[src/hdl/soc_pkg.sv]
`default_nettype none

package soc_pkg;

    // basic widths
    typedef logic [31:0] word_t;        // data or byte address
    typedef logic [19:0] sram_addr_t;   // sram word address, addr[21:2]
    typedef logic [3:0]  be_n_t;        // byte enables, low active
    typedef logic [7:0]  uart_byte_t;   // one serial character
    typedef logic [2:0]  bit_idx_t;     // data bit position within a frame

    // one access from a core port
    typedef struct packed {
        word_t addr;
        word_t wdata;
        be_n_t be_n;
        logic  re;
        logic  we;
    } mem_req_t;

    // pins towards one async sram
    typedef struct packed {
        sram_addr_t addr;
        word_t      wdata;
        be_n_t      be_n;
        logic       ce_n;
        logic       oe_n;
        logic       we_n;
    } sram_bus_t;

    // shared by the serial tx and rx fsm
    typedef enum logic [1:0] {
        IDLE,
        START,
        DATA,
        STOP
    } uart_state_e;

    // address map
    localparam word_t BASE_RAM_BASE   = 32'h8000_0000;  // 4 MB
    localparam word_t EXT_RAM_BASE    = 32'h8040_0000;  // 4 MB
    localparam word_t RAM_REGION_MASK = 32'hffc0_0000;  // 4 MB region select
    localparam word_t UART_DATA_ADDR  = 32'hbfd0_03f8;
    localparam word_t UART_STAT_ADDR  = 32'hbfd0_03fc;  // [0] tx idle, [1] rx avail

    // serial timing, kept short for simulation
    localparam int UART_CLKS_PER_BIT = 16;
    localparam int UART_CNT_W        = $clog2(UART_CLKS_PER_BIT);
    typedef logic [UART_CNT_W-1:0] baud_cnt_t;

endpackage

`default_nettype wire

[src/hdl/uart_tx.sv]
`timescale 1ns/1ps
`default_nettype none

module uart_tx import soc_pkg::*; (
    input  logic       clk_i,
    input  logic       rst_i,
    input  logic       start_i,
    input  uart_byte_t data_i,
    output logic       txd_o,
    output logic       busy_o
);

    uart_state_e state_q;
    baud_cnt_t   baud_cnt_q;
    bit_idx_t    bit_idx_q;
    uart_byte_t  shift_q;     // next bit always at [0]
    logic        bit_end;

    assign bit_end = (baud_cnt_q == baud_cnt_t'(UART_CLKS_PER_BIT - 1));
    assign busy_o  = (state_q != IDLE);

    always_ff @(posedge clk_i) begin
        if (rst_i) begin
            state_q    <= IDLE;
            baud_cnt_q <= '0;
            bit_idx_q  <= '0;
            txd_o      <= 1'b1;                         // line idles high
        end else begin
            baud_cnt_q <= (state_q == IDLE || bit_end) ? '0 : baud_cnt_q + 1'b1;
            case (state_q)
                IDLE: if (start_i) begin
                    state_q <= START;
                    txd_o   <= 1'b0;                    // start bit
                end
                START: if (bit_end) begin
                    state_q <= DATA;
                    txd_o   <= shift_q[0];              // lsb first
                end
                DATA: if (bit_end) begin
                    bit_idx_q <= bit_idx_q + 1'b1;      // wraps back to 0 after bit 7
                    if (bit_idx_q == 3'd7) begin
                        state_q <= STOP;
                        txd_o   <= 1'b1;
                    end else begin
                        txd_o <= shift_q[0];
                    end
                end
                STOP: if (bit_end) state_q <= IDLE;
                default: state_q <= IDLE;
            endcase
        end
    end

    // payload shifter
    always_ff @(posedge clk_i) begin
        if (state_q == IDLE && start_i) begin
            shift_q <= data_i;
        end else if (bit_end && (state_q == START || state_q == DATA)) begin
            shift_q <= shift_q >> 1;
        end
    end

    // upstream must wait for idle before starting
    a_start_idle: assert property (@(posedge clk_i) disable iff (rst_i) start_i |-> !busy_o);

endmodule

`default_nettype wire

[src/hdl/uart_rx.sv]
`timescale 1ns/1ps
`default_nettype none

module uart_rx import soc_pkg::*; (
    input  logic       clk_i,
    input  logic       rst_i,
    input  logic       rxd_i,
    output uart_byte_t data_o,
    output logic       valid_o
);

    uart_state_e state_q;
    baud_cnt_t   baud_cnt_q;
    bit_idx_t    bit_idx_q;
    uart_byte_t  shift_q;
    logic        rxd_meta;    // sync stage 1
    logic        rxd_sync;    // sync stage 2
    logic        rxd_prev;    // for edge detect
    logic        fall;
    logic        half_pt;
    logic        bit_end;

    assign fall    = rxd_prev & ~rxd_sync;
    assign half_pt = (baud_cnt_q == baud_cnt_t'(UART_CLKS_PER_BIT / 2 - 1));
    assign bit_end = (baud_cnt_q == baud_cnt_t'(UART_CLKS_PER_BIT - 1));
    assign data_o  = shift_q;

    always_ff @(posedge clk_i) begin
        if (rst_i) begin
            rxd_meta   <= 1'b1;
            rxd_sync   <= 1'b1;
            rxd_prev   <= 1'b1;
            state_q    <= IDLE;
            baud_cnt_q <= '0;
            bit_idx_q  <= '0;
            valid_o    <= 1'b0;
        end else begin
            rxd_meta <= rxd_i;
            rxd_sync <= rxd_meta;
            rxd_prev <= rxd_sync;
            valid_o  <= 1'b0;                                // single-cycle pulse
            case (state_q)
                IDLE: begin
                    baud_cnt_q <= '0;
                    if (fall) state_q <= START;
                end
                START: if (half_pt) begin                    // middle of start bit
                    baud_cnt_q <= '0;                        // later samples land mid-bit
                    state_q    <= rxd_sync ? IDLE : DATA;    // glitch drops back
                end else begin
                    baud_cnt_q <= baud_cnt_q + 1'b1;
                end
                DATA: if (bit_end) begin
                    baud_cnt_q <= '0;
                    bit_idx_q  <= bit_idx_q + 1'b1;
                    if (bit_idx_q == 3'd7) state_q <= STOP;
                end else begin
                    baud_cnt_q <= baud_cnt_q + 1'b1;
                end
                STOP: if (bit_end) begin
                    baud_cnt_q <= '0;
                    state_q    <= IDLE;
                    valid_o    <= rxd_sync;                  // framing check
                end else begin
                    baud_cnt_q <= baud_cnt_q + 1'b1;
                end
                default: state_q <= IDLE;
            endcase
        end
    end

    // lsb arrives first, shift in from the top
    always_ff @(posedge clk_i) begin
        if (state_q == DATA && bit_end) shift_q <= {rxd_sync, shift_q[7:1]};
    end

endmodule

`default_nettype wire

[src/hdl/uart_ctrl.sv]
`timescale 1ns/1ps
`default_nettype none

module uart_ctrl import soc_pkg::*; (
    input  logic       clk_i,
    input  logic       rst_i,
    input  logic       we_i,        // data register write
    input  logic       re_i,        // data register read
    input  uart_byte_t wdata_i,
    output logic       tx_idle_o,
    output logic       rx_avail_o,
    output uart_byte_t rx_data_o,
    output logic       txd_o,
    input  logic       rxd_i
);

    logic       tx_busy;
    logic       tx_start_q;
    uart_byte_t tx_data_q;
    logic       rx_valid;
    uart_byte_t rx_byte;

    uart_tx u_tx (
        .clk_i   (clk_i),
        .rst_i   (rst_i),
        .start_i (tx_start_q),
        .data_i  (tx_data_q),
        .txd_o   (txd_o),
        .busy_o  (tx_busy)
    );

    uart_rx u_rx (
        .clk_i   (clk_i),
        .rst_i   (rst_i),
        .rxd_i   (rxd_i),
        .data_o  (rx_byte),
        .valid_o (rx_valid)
    );

    // pending start counts as busy so no second write slips in
    assign tx_idle_o = ~tx_busy & ~tx_start_q;

    always_ff @(posedge clk_i) begin
        if (rst_i) begin
            tx_start_q <= 1'b0;
            rx_avail_o <= 1'b0;
        end else begin
            tx_start_q <= we_i & tx_idle_o;
            if (rx_valid) rx_avail_o <= 1'b1;       // new byte beats a read clear
            else if (re_i) rx_avail_o <= 1'b0;
        end
    end

    always_ff @(posedge clk_i) begin
        if (we_i && tx_idle_o) tx_data_q <= wdata_i;
        if (rx_valid) rx_data_o <= rx_byte;
    end

endmodule

`default_nettype wire

[src/hdl/mem_bridge.sv]
`timescale 1ns/1ps
`default_nettype none

module mem_bridge import soc_pkg::*; (
    // fetch port, request always active
    input  word_t      ifu_addr_i,
    output word_t      ifu_rdata_o,
    output logic       ifu_resp_o,
    // load/store port
    input  mem_req_t   lsu_req_i,
    output word_t      lsu_rdata_o,
    output logic       lsu_resp_o,
    // sram pins
    output sram_bus_t  base_ram_o,
    input  word_t      base_ram_rdata_i,
    output sram_bus_t  ext_ram_o,
    input  word_t      ext_ram_rdata_i,
    // uart controller side
    output logic       uart_we_o,
    output logic       uart_re_o,
    output uart_byte_t uart_wdata_o,
    input  logic       tx_idle_i,
    input  logic       rx_avail_i,
    input  uart_byte_t rx_data_i
);

    logic lsu_act;
    logic sel_base;
    logic sel_ext;
    logic sel_udata;
    logic sel_ustat;
    logic tx_hold;

    // pack one sram access into pin levels
    function automatic sram_bus_t sram_pins(word_t addr, word_t wdata, be_n_t be_n,
                                            logic cs, logic re, logic we);
        sram_bus_t pins;
        pins.addr  = addr[21:2];
        pins.wdata = wdata;
        pins.be_n  = be_n;
        pins.ce_n  = ~cs;
        pins.oe_n  = ~(cs & re);
        pins.we_n  = ~(cs & we);
        return pins;
    endfunction

    // lsu address decode
    assign lsu_act   = lsu_req_i.re | lsu_req_i.we;
    assign sel_base  = lsu_act && ((lsu_req_i.addr & RAM_REGION_MASK) == BASE_RAM_BASE);
    assign sel_ext   = lsu_act && ((lsu_req_i.addr & RAM_REGION_MASK) == EXT_RAM_BASE);
    assign sel_udata = lsu_act && (lsu_req_i.addr == UART_DATA_ADDR);
    assign sel_ustat = lsu_act && (lsu_req_i.addr == UART_STAT_ADDR);

    assign tx_hold    = sel_udata & lsu_req_i.we & ~tx_idle_i; // hold write until tx free
    assign lsu_resp_o = lsu_act & ~tx_hold;
    assign ifu_resp_o = ~sel_base;                             // lsu wins the base ram

    // base ram shared, fetch gets it whenever lsu is elsewhere
    assign base_ram_o = sel_base ?
        sram_pins(lsu_req_i.addr, lsu_req_i.wdata, lsu_req_i.be_n, 1'b1,
                  lsu_req_i.re, lsu_req_i.we) :
        sram_pins(ifu_addr_i, lsu_req_i.wdata, '0, 1'b1, 1'b1, 1'b0);

    assign ext_ram_o = sram_pins(lsu_req_i.addr, lsu_req_i.wdata, lsu_req_i.be_n,
                                 sel_ext, lsu_req_i.re, lsu_req_i.we);

    assign ifu_rdata_o = base_ram_rdata_i;

    // uart strobes only on responding accesses
    assign uart_we_o    = sel_udata & lsu_req_i.we & tx_idle_i;
    assign uart_re_o    = sel_udata & lsu_req_i.re & ~tx_hold;
    assign uart_wdata_o = lsu_req_i.wdata[7:0];

    // lsu read mux
    always_comb begin
        if (sel_base) begin
            lsu_rdata_o = base_ram_rdata_i;
        end else if (sel_ext) begin
            lsu_rdata_o = ext_ram_rdata_i;
        end else if (sel_udata) begin
            lsu_rdata_o = {24'd0, rx_data_i};
        end else if (sel_ustat) begin
            lsu_rdata_o = {30'd0, rx_avail_i, tx_idle_i};
        end else begin
            lsu_rdata_o = '0;                                  // unmapped reads zero
        end
    end

    // no clock here, checked once the comb settles
    always_comb begin
        assert final (ext_ram_o.ce_n || ifu_resp_o)
            else $error("lsu access selects both rams");
        assert final (!(uart_we_o || uart_re_o) || lsu_resp_o)
            else $error("uart strobe on an access without response");
    end

endmodule

`default_nettype wire

[src/hdl/soc_top.sv]
`timescale 1ns/1ps
`default_nettype none

module soc_top import soc_pkg::*; (
    input  logic      clk_i,
    input  logic      rst_i,
    input  word_t     ifu_addr_i,
    output word_t     ifu_rdata_o,
    output logic      ifu_resp_o,
    input  mem_req_t  lsu_req_i,
    output word_t     lsu_rdata_o,
    output logic      lsu_resp_o,
    output sram_bus_t base_ram_o,
    output sram_bus_t ext_ram_o,
    input  word_t     base_ram_rdata_i,
    input  word_t     ext_ram_rdata_i,
    output logic      txd_o,
    input  logic      rxd_i
);

    logic       uart_we;     // one-cycle strobes from the bridge
    logic       uart_re;
    uart_byte_t uart_wdata;
    logic       tx_idle;
    logic       rx_avail;
    uart_byte_t rx_data;

    mem_bridge u_bridge (
        .ifu_addr_i       (ifu_addr_i),
        .ifu_rdata_o      (ifu_rdata_o),
        .ifu_resp_o       (ifu_resp_o),
        .lsu_req_i        (lsu_req_i),
        .lsu_rdata_o      (lsu_rdata_o),
        .lsu_resp_o       (lsu_resp_o),
        .base_ram_o       (base_ram_o),
        .base_ram_rdata_i (base_ram_rdata_i),
        .ext_ram_o        (ext_ram_o),
        .ext_ram_rdata_i  (ext_ram_rdata_i),
        .uart_we_o        (uart_we),
        .uart_re_o        (uart_re),
        .uart_wdata_o     (uart_wdata),
        .tx_idle_i        (tx_idle),
        .rx_avail_i       (rx_avail),
        .rx_data_i        (rx_data)
    );

    uart_ctrl u_uart (
        .clk_i      (clk_i),
        .rst_i      (rst_i),
        .we_i       (uart_we),
        .re_i       (uart_re),
        .wdata_i    (uart_wdata),
        .tx_idle_o  (tx_idle),
        .rx_avail_o (rx_avail),
        .rx_data_o  (rx_data),
        .txd_o      (txd_o),
        .rxd_i      (rxd_i)
    );

endmodule

`default_nettype wire

[config.mk]
export PLATFORM = sky130hd
export DESIGN_NAME = soc_top
export DESIGN_NICKNAME = d
export VERILOG_FILES = /design/src/hdl/soc_pkg.sv /design/src/hdl/uart_tx.sv /design/src/hdl/uart_rx.sv /design/src/hdl/uart_ctrl.sv /design/src/hdl/mem_bridge.sv /design/src/hdl/soc_top.sv
export SDC_FILE = /design/constraint.sdc
export NUM_CORES = 1
export LEC_CHECK = 0
export BUFFER_PORTS_ARGS = -buffer_cell sky130_fd_sc_hd__buf_2
export CAP_MARGIN = 10
export CORE_AREA = 2 2 139 141
export DETAILED_ROUTE_END_ITERATION = 16
export DIE_AREA = 0 0 141 143
export PLACE_DENSITY_LB_ADDON = 0.15
export SLEW_MARGIN = 0
export SYNTH_ARGS = -nofsm -noshare
export SYNTH_HDL_FRONTEND = slang
export SYNTH_HIERARCHICAL = 1
export SYNTH_SLANG_ARGS = --single-unit
export TNS_END_PERCENT = 30
[constraint.sdc]
create_clock -name clk_i -period 4.65 [get_ports clk_i]
set_input_delay 1.1625 -clock clk_i [delete_from_list [all_inputs] [get_ports clk_i]]
set_output_delay 1.1625 -clock clk_i [all_outputs]
set_load 0.05 [all_outputs]
==> flow_summary.toml, run 1 <==
[route]
drt-pass1-iter-count = 4
dr_total_vias = 3539
wl_per_cell_um = 17.7
drt_iter0_markers = 160
ant_nets = 0
drt_wl_total_mm = 14.4
drc_errors = 0
via_per_inst = 4.34

[flow_run]
cap_violations = 0

[pwr]
net-switching-power_mw = 0.444
total_power_mw = 1.48
peakVddDrop_mv = 0.207
clkPwrFrac = 0.414
p_int_mw = 1.03
powerDensity_nw_per_um2 = 280
combPwrFrac = 0.225
power.share.sequential = 0.361
swShare = 0.301
leakage_nw = 2.53

[synthesis]
ys_ff_latch = 57
synth_flop_cell = "edfxtp_1"
seq_area_frac_synth = 0.333
yosys_warnings = 6
async_flop_share = 0
netlist_area_um2 = 4390
synth_cells = 437
synth_nets = 619
avgSynthCellArea_um2 = 10.0
synth_enable_flop_cells = 32
synth.distinct_cells = 58

[floorplan]
ios = 354
die_x_um = 141
initial_core_util = 0.236
dieArea_um2 = 20200
die_h_um = 143
fp-row-count = 50
coreArea_um2 = 18600

[min_path]
hold_end = "u_uart/u_rx/rxd_sync"
hold_start = "u_uart/u_rx/rxd_meta"
min_path_type = "reg2reg"
hold_depth = 1

[cells_and_area]
fillers = 1983
layout_common_cells = "buf_2, mux2i_1, nor2_1"
area_growth_pct = 20.2
final_cell_area_um2 = 5280
finalNonFillerCells = 815
drive_above_1_share = 0.561
nNetsFinal = 756
post-route-util = 0.284
final_common_cell = "buf_2"

[worst_setup_path]
r2r-start = "u_uart/u_tx/state_q[0]"
path_cells = "buf_2 > or2_0 > and3b_1 > and4b_1 > buf_12 > mux2_2 > buf_2"
start_kind = "primary input"
crit_top_cell = "buf_2"
required_ns = 3.49
r2r_setup_slack_ns = 2.27
slowest_stage = "and4b_1"
critPathCaptureType = "primary output"
critPathKind = "in2out"
path_buf_inv = 3
critPathMaxStageDelay_ns = 0.42
cp_max_fo = 16
crit_family = "simple AND/OR/NAND/NOR gates"
arrival_ns = 3.02
r2r-end = "u_uart/tx_data_q[5]"
reg2reg_depth = 7

[clock_network]
clk_pin_slew_ns = 0.05
tritoncts = "done"
postCtsSetupBuffers = 0
ctsResizeCount = 0
h-tree-depth = 3
cts_hold_buffers = 0
clk-insertion-delay-late_ns = 0.32
cts_buffer_depth = 2
cts_sinks = 57
cts_buffers = 9
cts-root-buf = "clkbuf_16"

[sta]
drv_slew = 0
setup_tns_ns = 0
fin_crit_ns = 4.18
hold_viol = 0
setup_violations = 0
tightest_slew_ns = 1.06
fmax_mhz = 239
post-route-period-util = 0.899
worst_slack_ns = 0.469
rsz0062_at_grt = "no"
slew_headroom = 0.284
holdWs_ns = 0.407
fin_worst_skew_ns = 0.00435

[placed_design]
post-dp-hpwl_mm = 12.1
dp_cells = 797
placed_area_um2 = 4990
dp_slack_ns = 0.397
place_congestion = 0.917
port-buffer-count = 268

[grt]
antenna_found_initial = 2
grt_pass1_vias = 3210
grt_usage = 0.132
grt_max_degree = 43
grt_pass1_wl_mm = 19.6
grt_overflow = 0

[status]
outcome = "finished clean"
## synth_stat cells (2+ instances only)
cell type	instances	area, um2
mux2_2	28	315
or2_2	3	18.8
nand3b_1	5	37.5
nor4_1	2	12.5
edfxtp_1	32	961
clkbuf_1	9	33.8
xor2_1	3	26.3
buf_4	129	968
nor3b_1	5	37.5
or3b_1	6	52.6
o22ai_2	5	62.6
nor2b_1	3	18.8
inv_1	7	26.3
and4b_1	2	20.0
buf_6	2	22.5
xnor2_1	2	17.5
nand3_1	6	30.0
ha_1	13	163
nand4b_1	3	26.3
mux2i_1	41	410
nand2b_1	10	62.6
nand4_1	4	25.0
and3_1	2	12.5
o21ai_0	2	10.0
nor3_1	9	45.0
o32ai_1	2	17.5
buf_2	4	20.0
nand2_1	7	26.3
nor2_1	37	139
clkbuf_8	2	27.5
dfxtp_1	25	500
## state kept, by name, summed over array words and instances (netlist names), 2 cells and up, named ones only
signal and cells:
u_uart/u_tx/shift_q 8, u_uart/u_tx/state_q 2, u_uart/u_rx/baud_cnt_q 4, u_uart/tx_data_q 8, u_uart/u_tx/baud_cnt_q 4, u_uart/rx_data_o 8, u_uart/u_rx/data_o 8, u_uart/u_rx/bit_idx_q 3
u_uart/u_tx/bit_idx_q 3
## layer usage
metal	GRT usage	up-vias	wire length, um	part of all wire
met4	0.0284	0	79	0.0055
met1	0.157	1669	5920	0.41
met2	0.217	192	6830	0.47
li1	-	1671	-	-
met3	0.0617	7	1590	0.11
met5	0	-	0	0
## how the worst max path moves through the flow
stage                             start        endpoint  slack, ns  cells past startpoint
final                      lsu_req_i[1]  base_ram_o[44]       0.47                      7
after global routing       lsu_req_i[1]  base_ram_o[44]       0.35                      7
after CTS                  lsu_req_i[1]  base_ram_o[44]       0.40                      7
after detailed placement   lsu_req_i[1]  base_ram_o[44]       0.40                      7
after global placement     lsu_req_i[1]  base_ram_o[44]       0.43                      7
after floorplan           lsu_req_i[56]  lsu_rdata_o[0]       0.15                      5
## worst register-to-register path: stages, from the launching register on
cell and delay (ns):
dfxtp_1 0.36, inv_1 0.15, ha_1 0.29, inv_1 0.10, nor2_1 0.23, nand3b_1 0.12
nor3_1 0.12, nor3b_2 0.64
## power by group through the flow
| stage | clock [mW] | sequential, mW | combinational [mW] |
|---|---|---|---|
| floorplan | 0 | 0.542 | 0.373 |
| global placement | 0 | 0.542 | 0.334 |
| detailed placement | 0 | 0.542 | 0.335 |
| CTS | 0.632 | 0.532 | 0.336 |
| global route | 0.651 | 0.532 | 0.348 |
| finish | 0.611 | 0.533 | 0.332 |
## logic make-up after synthesis
group                    synth area share
AO/OA/AOI/OAI                      0.0508
XOR/XNOR                          0.00998
adder cells (fa/ha/maj)            0.0371
buffers and inverters               0.250
flip-flops                          0.333
multiplexers                        0.165
other                            0.000855
AND/OR/NAND/NOR                     0.153
## final cells by class
type | count | area (um2) | area share
sequential | 57 | 1460 | 0.277
clock inverter | 6 | 48.8 | 0.00925
tap | 234 | 293 | 0.0555
inverter | 7 | 26.3 | 0.00498
multi-input combinational | 227 | 1830 | 0.347
clock buffer | 10 | 229 | 0.0434
antenna | 2 | 5.00 | 0.000949
timing repair buffer | 272 | 1380 | 0.262
(Power assumes the default switching activity.)
==> run 2, diff against run 1 <==
--- a/config.mk
+++ b/config.mk
@@ -7,9 +7,9 @@
 export LEC_CHECK = 0
 export BUFFER_PORTS_ARGS = -buffer_cell sky130_fd_sc_hd__buf_2
 export CAP_MARGIN = 10
-export CORE_AREA = 2 2 139 141
+export CORE_AREA = 2 2 136 138
 export DETAILED_ROUTE_END_ITERATION = 16
-export DIE_AREA = 0 0 141 143
+export DIE_AREA = 0 0 138 140
 export PLACE_DENSITY_LB_ADDON = 0.15
 export SLEW_MARGIN = 0
 export SYNTH_ARGS = -nofsm -noshare
==> run 2 against run 1 <==
  * Via count decreased by 2.1%
  * Critical path depth decreased by 1
  * Global-route usage decreased by 0.11 points
  * Clock power increased by 2%
  * Final cell count decreased by 0.74%
  * Power increased by 0.84%
  * Design area about the same
  * Register-to-register slack improved by 0.03 ns
  * Count of clock-buffer cells in the layout increased by 1
  * Non-clock buffer count increased by 1
  * Fmax increased by 0.53%
  * Critical endpoint is now lsu_rdata_o[2]
==> flow_summary.toml, run 2 (synthesis results as in run 1) <==
[sta]
fmax_mhz = 240
hold_viol = 0
setup_violations = 0
tightest_slew_ns = 0.778
setup_tns_ns = 0
rsz0062_at_grt = "no"
drv_slew = 0
slew_headroom = 0.479
post-route-period-util = 0.894
fin_worst_skew_ns = 0.00385
fin_crit_ns = 4.16

[worst_setup_path]
start_kind = "primary input"
critPathKind = "in2out"
required_ns = 3.49
cp_max_fo = 11
arrival_ns = 3.00
critPathCaptureType = "primary output"

[route]
top_layer = "met4"
met2_length_mm = 6.57
met1Wirelength_mm = 5.38
via_per_inst = 4.28
drt_wl_total_mm = 13.3
wl_per_cell_um = 16.4
dr_total_vias = 3463
drt_iter0_markers = 89
ant_nets = 0
wl_met3_mm = 1.04
drt-pass1-iter-count = 4
drc_errors = 0

[floorplan]
ios = 354
fp-row-count = 49
die_h_um = 140
coreArea_um2 = 17800
initial_core_util = 0.247
die_x_um = 138
dieArea_um2 = 19300

[flow_run]
cap_violations = 0

[clock_network]
cts_buffer_depth = 2
cts_sinks = 57
h-tree-depth = 3
cts-root-buf = "clkbuf_16"
clk-insertion-delay-late_ns = 0.32
tritoncts = "done"
cts_buffers = 9
postCtsSetupBuffers = 0
clk_pin_slew_ns = 0.05
ctsResizeCount = 0
cts_hold_buffers = 0

[placed_design]
placed_area_um2 = 4990
post-dp-hpwl_mm = 11.1
dp_cells = 792
place_congestion = 0.889
port-buffer-count = 268

[cells_and_area]
finalNonFillerCells = 809
drive_above_1_share = 0.564
fillers = 1888
multi_input_area_um2 = 1830
final_cell_area_um2 = 5280
post-route-util = 0.297
layout_common_cells = "buf_2, mux2i_1, nor2_1"
num_antenna_cells = 0
nNetsFinal = 757
final_common_cell = "buf_2"
register_area_um2 = 1460
area_growth_pct = 20.3

[status]
outcome = "finished clean"

[grt]
grt_max_degree = 43
antenna_found_initial = 0
grt_pass1_wl_mm = 19.7
grt_overflow = 0
grt_pass1_vias = 3315
grt_usage = 0.131

[pwr]
leakage_nw = 2.54
peakVddDrop_mv = 0.196
powerDensity_nw_per_um2 = 282
total_power_mw = 1.49

[min_path]
min_path_type = "reg2reg"
-- run 2: cell count changes in the layout (fill, tap and decap cells not counted) --
cell      change
clkbuf_8      +1
clkinv_1      -1
diode_2       -2
buf_2         +1
-- run 2: cell type report --
| cell class | count | share of cell area |
|---|---|---|
| repair buffers | 273 | 0.263 |
| multi-input cells | 227 | 0.346 |
| flip-flops and latches | 57 | 0.277 |
| inverters | 7 | 0.00498 |
| clock inverters | 5 | 0.00853 |
| clock buffers | 11 | 0.0460 |
| well taps | 229 | 0.0543 |
-- run 2: power by group --
group	internal (mW)	switching [mW]	total [mW]	leakage (nW)
Clock	0.421	0.205	0.625	0.140
Sequential	0.531	0.00182	0.533	0.511
Combinational	0.0970	0.234	0.331	1.89
Total	1.05	0.440	1.49	2.54
-- run 2: final timing paths --
path | from | end | slack [ns] | cells past startpoint
worst max-delay path | lsu_req_i[51] | lsu_rdata_o[2] | 0.49 | 6
worst min-delay path | u_uart/u_rx/rxd_meta | u_uart/u_rx/rxd_sync | 0.41 | 1
worst max register to register | u_uart/u_tx/state_q[0] | u_uart/tx_data_q[4] | 2.30 | 7
worst min register to register | u_uart/u_rx/rxd_meta | u_uart/u_rx/rxd_sync | 0.41 | 1
-- run 2: critical path: stages --
cell and delay [ns]:
buf_2 0.14, nand4b_1 0.18, or4_4 0.58, or3b_2 0.50
o22ai_1 0.15, buf_2 0.29
-- run 2: metal layers --
layer / vias up / global-route usage
met5: - / 0
met1: 1600 / 0.151
met4: 0 / 0.0478
met3: 14 / 0.0479
met2: 174 / 0.223
li1: 1675 / -
-- run 2: metrics by stage --
stage | worst slack [ns] | hold WS, ns
2_1_floorplan | 0.149 | 0.389
3_3_place_gp | 0.428 | 0.401
3_5_place_dp | 0.439 | 0.401
4_1_cts | 0.437 | 0.417
5_1_grt | 0.410 | 0.422
6_report | 0.491 | 0.412
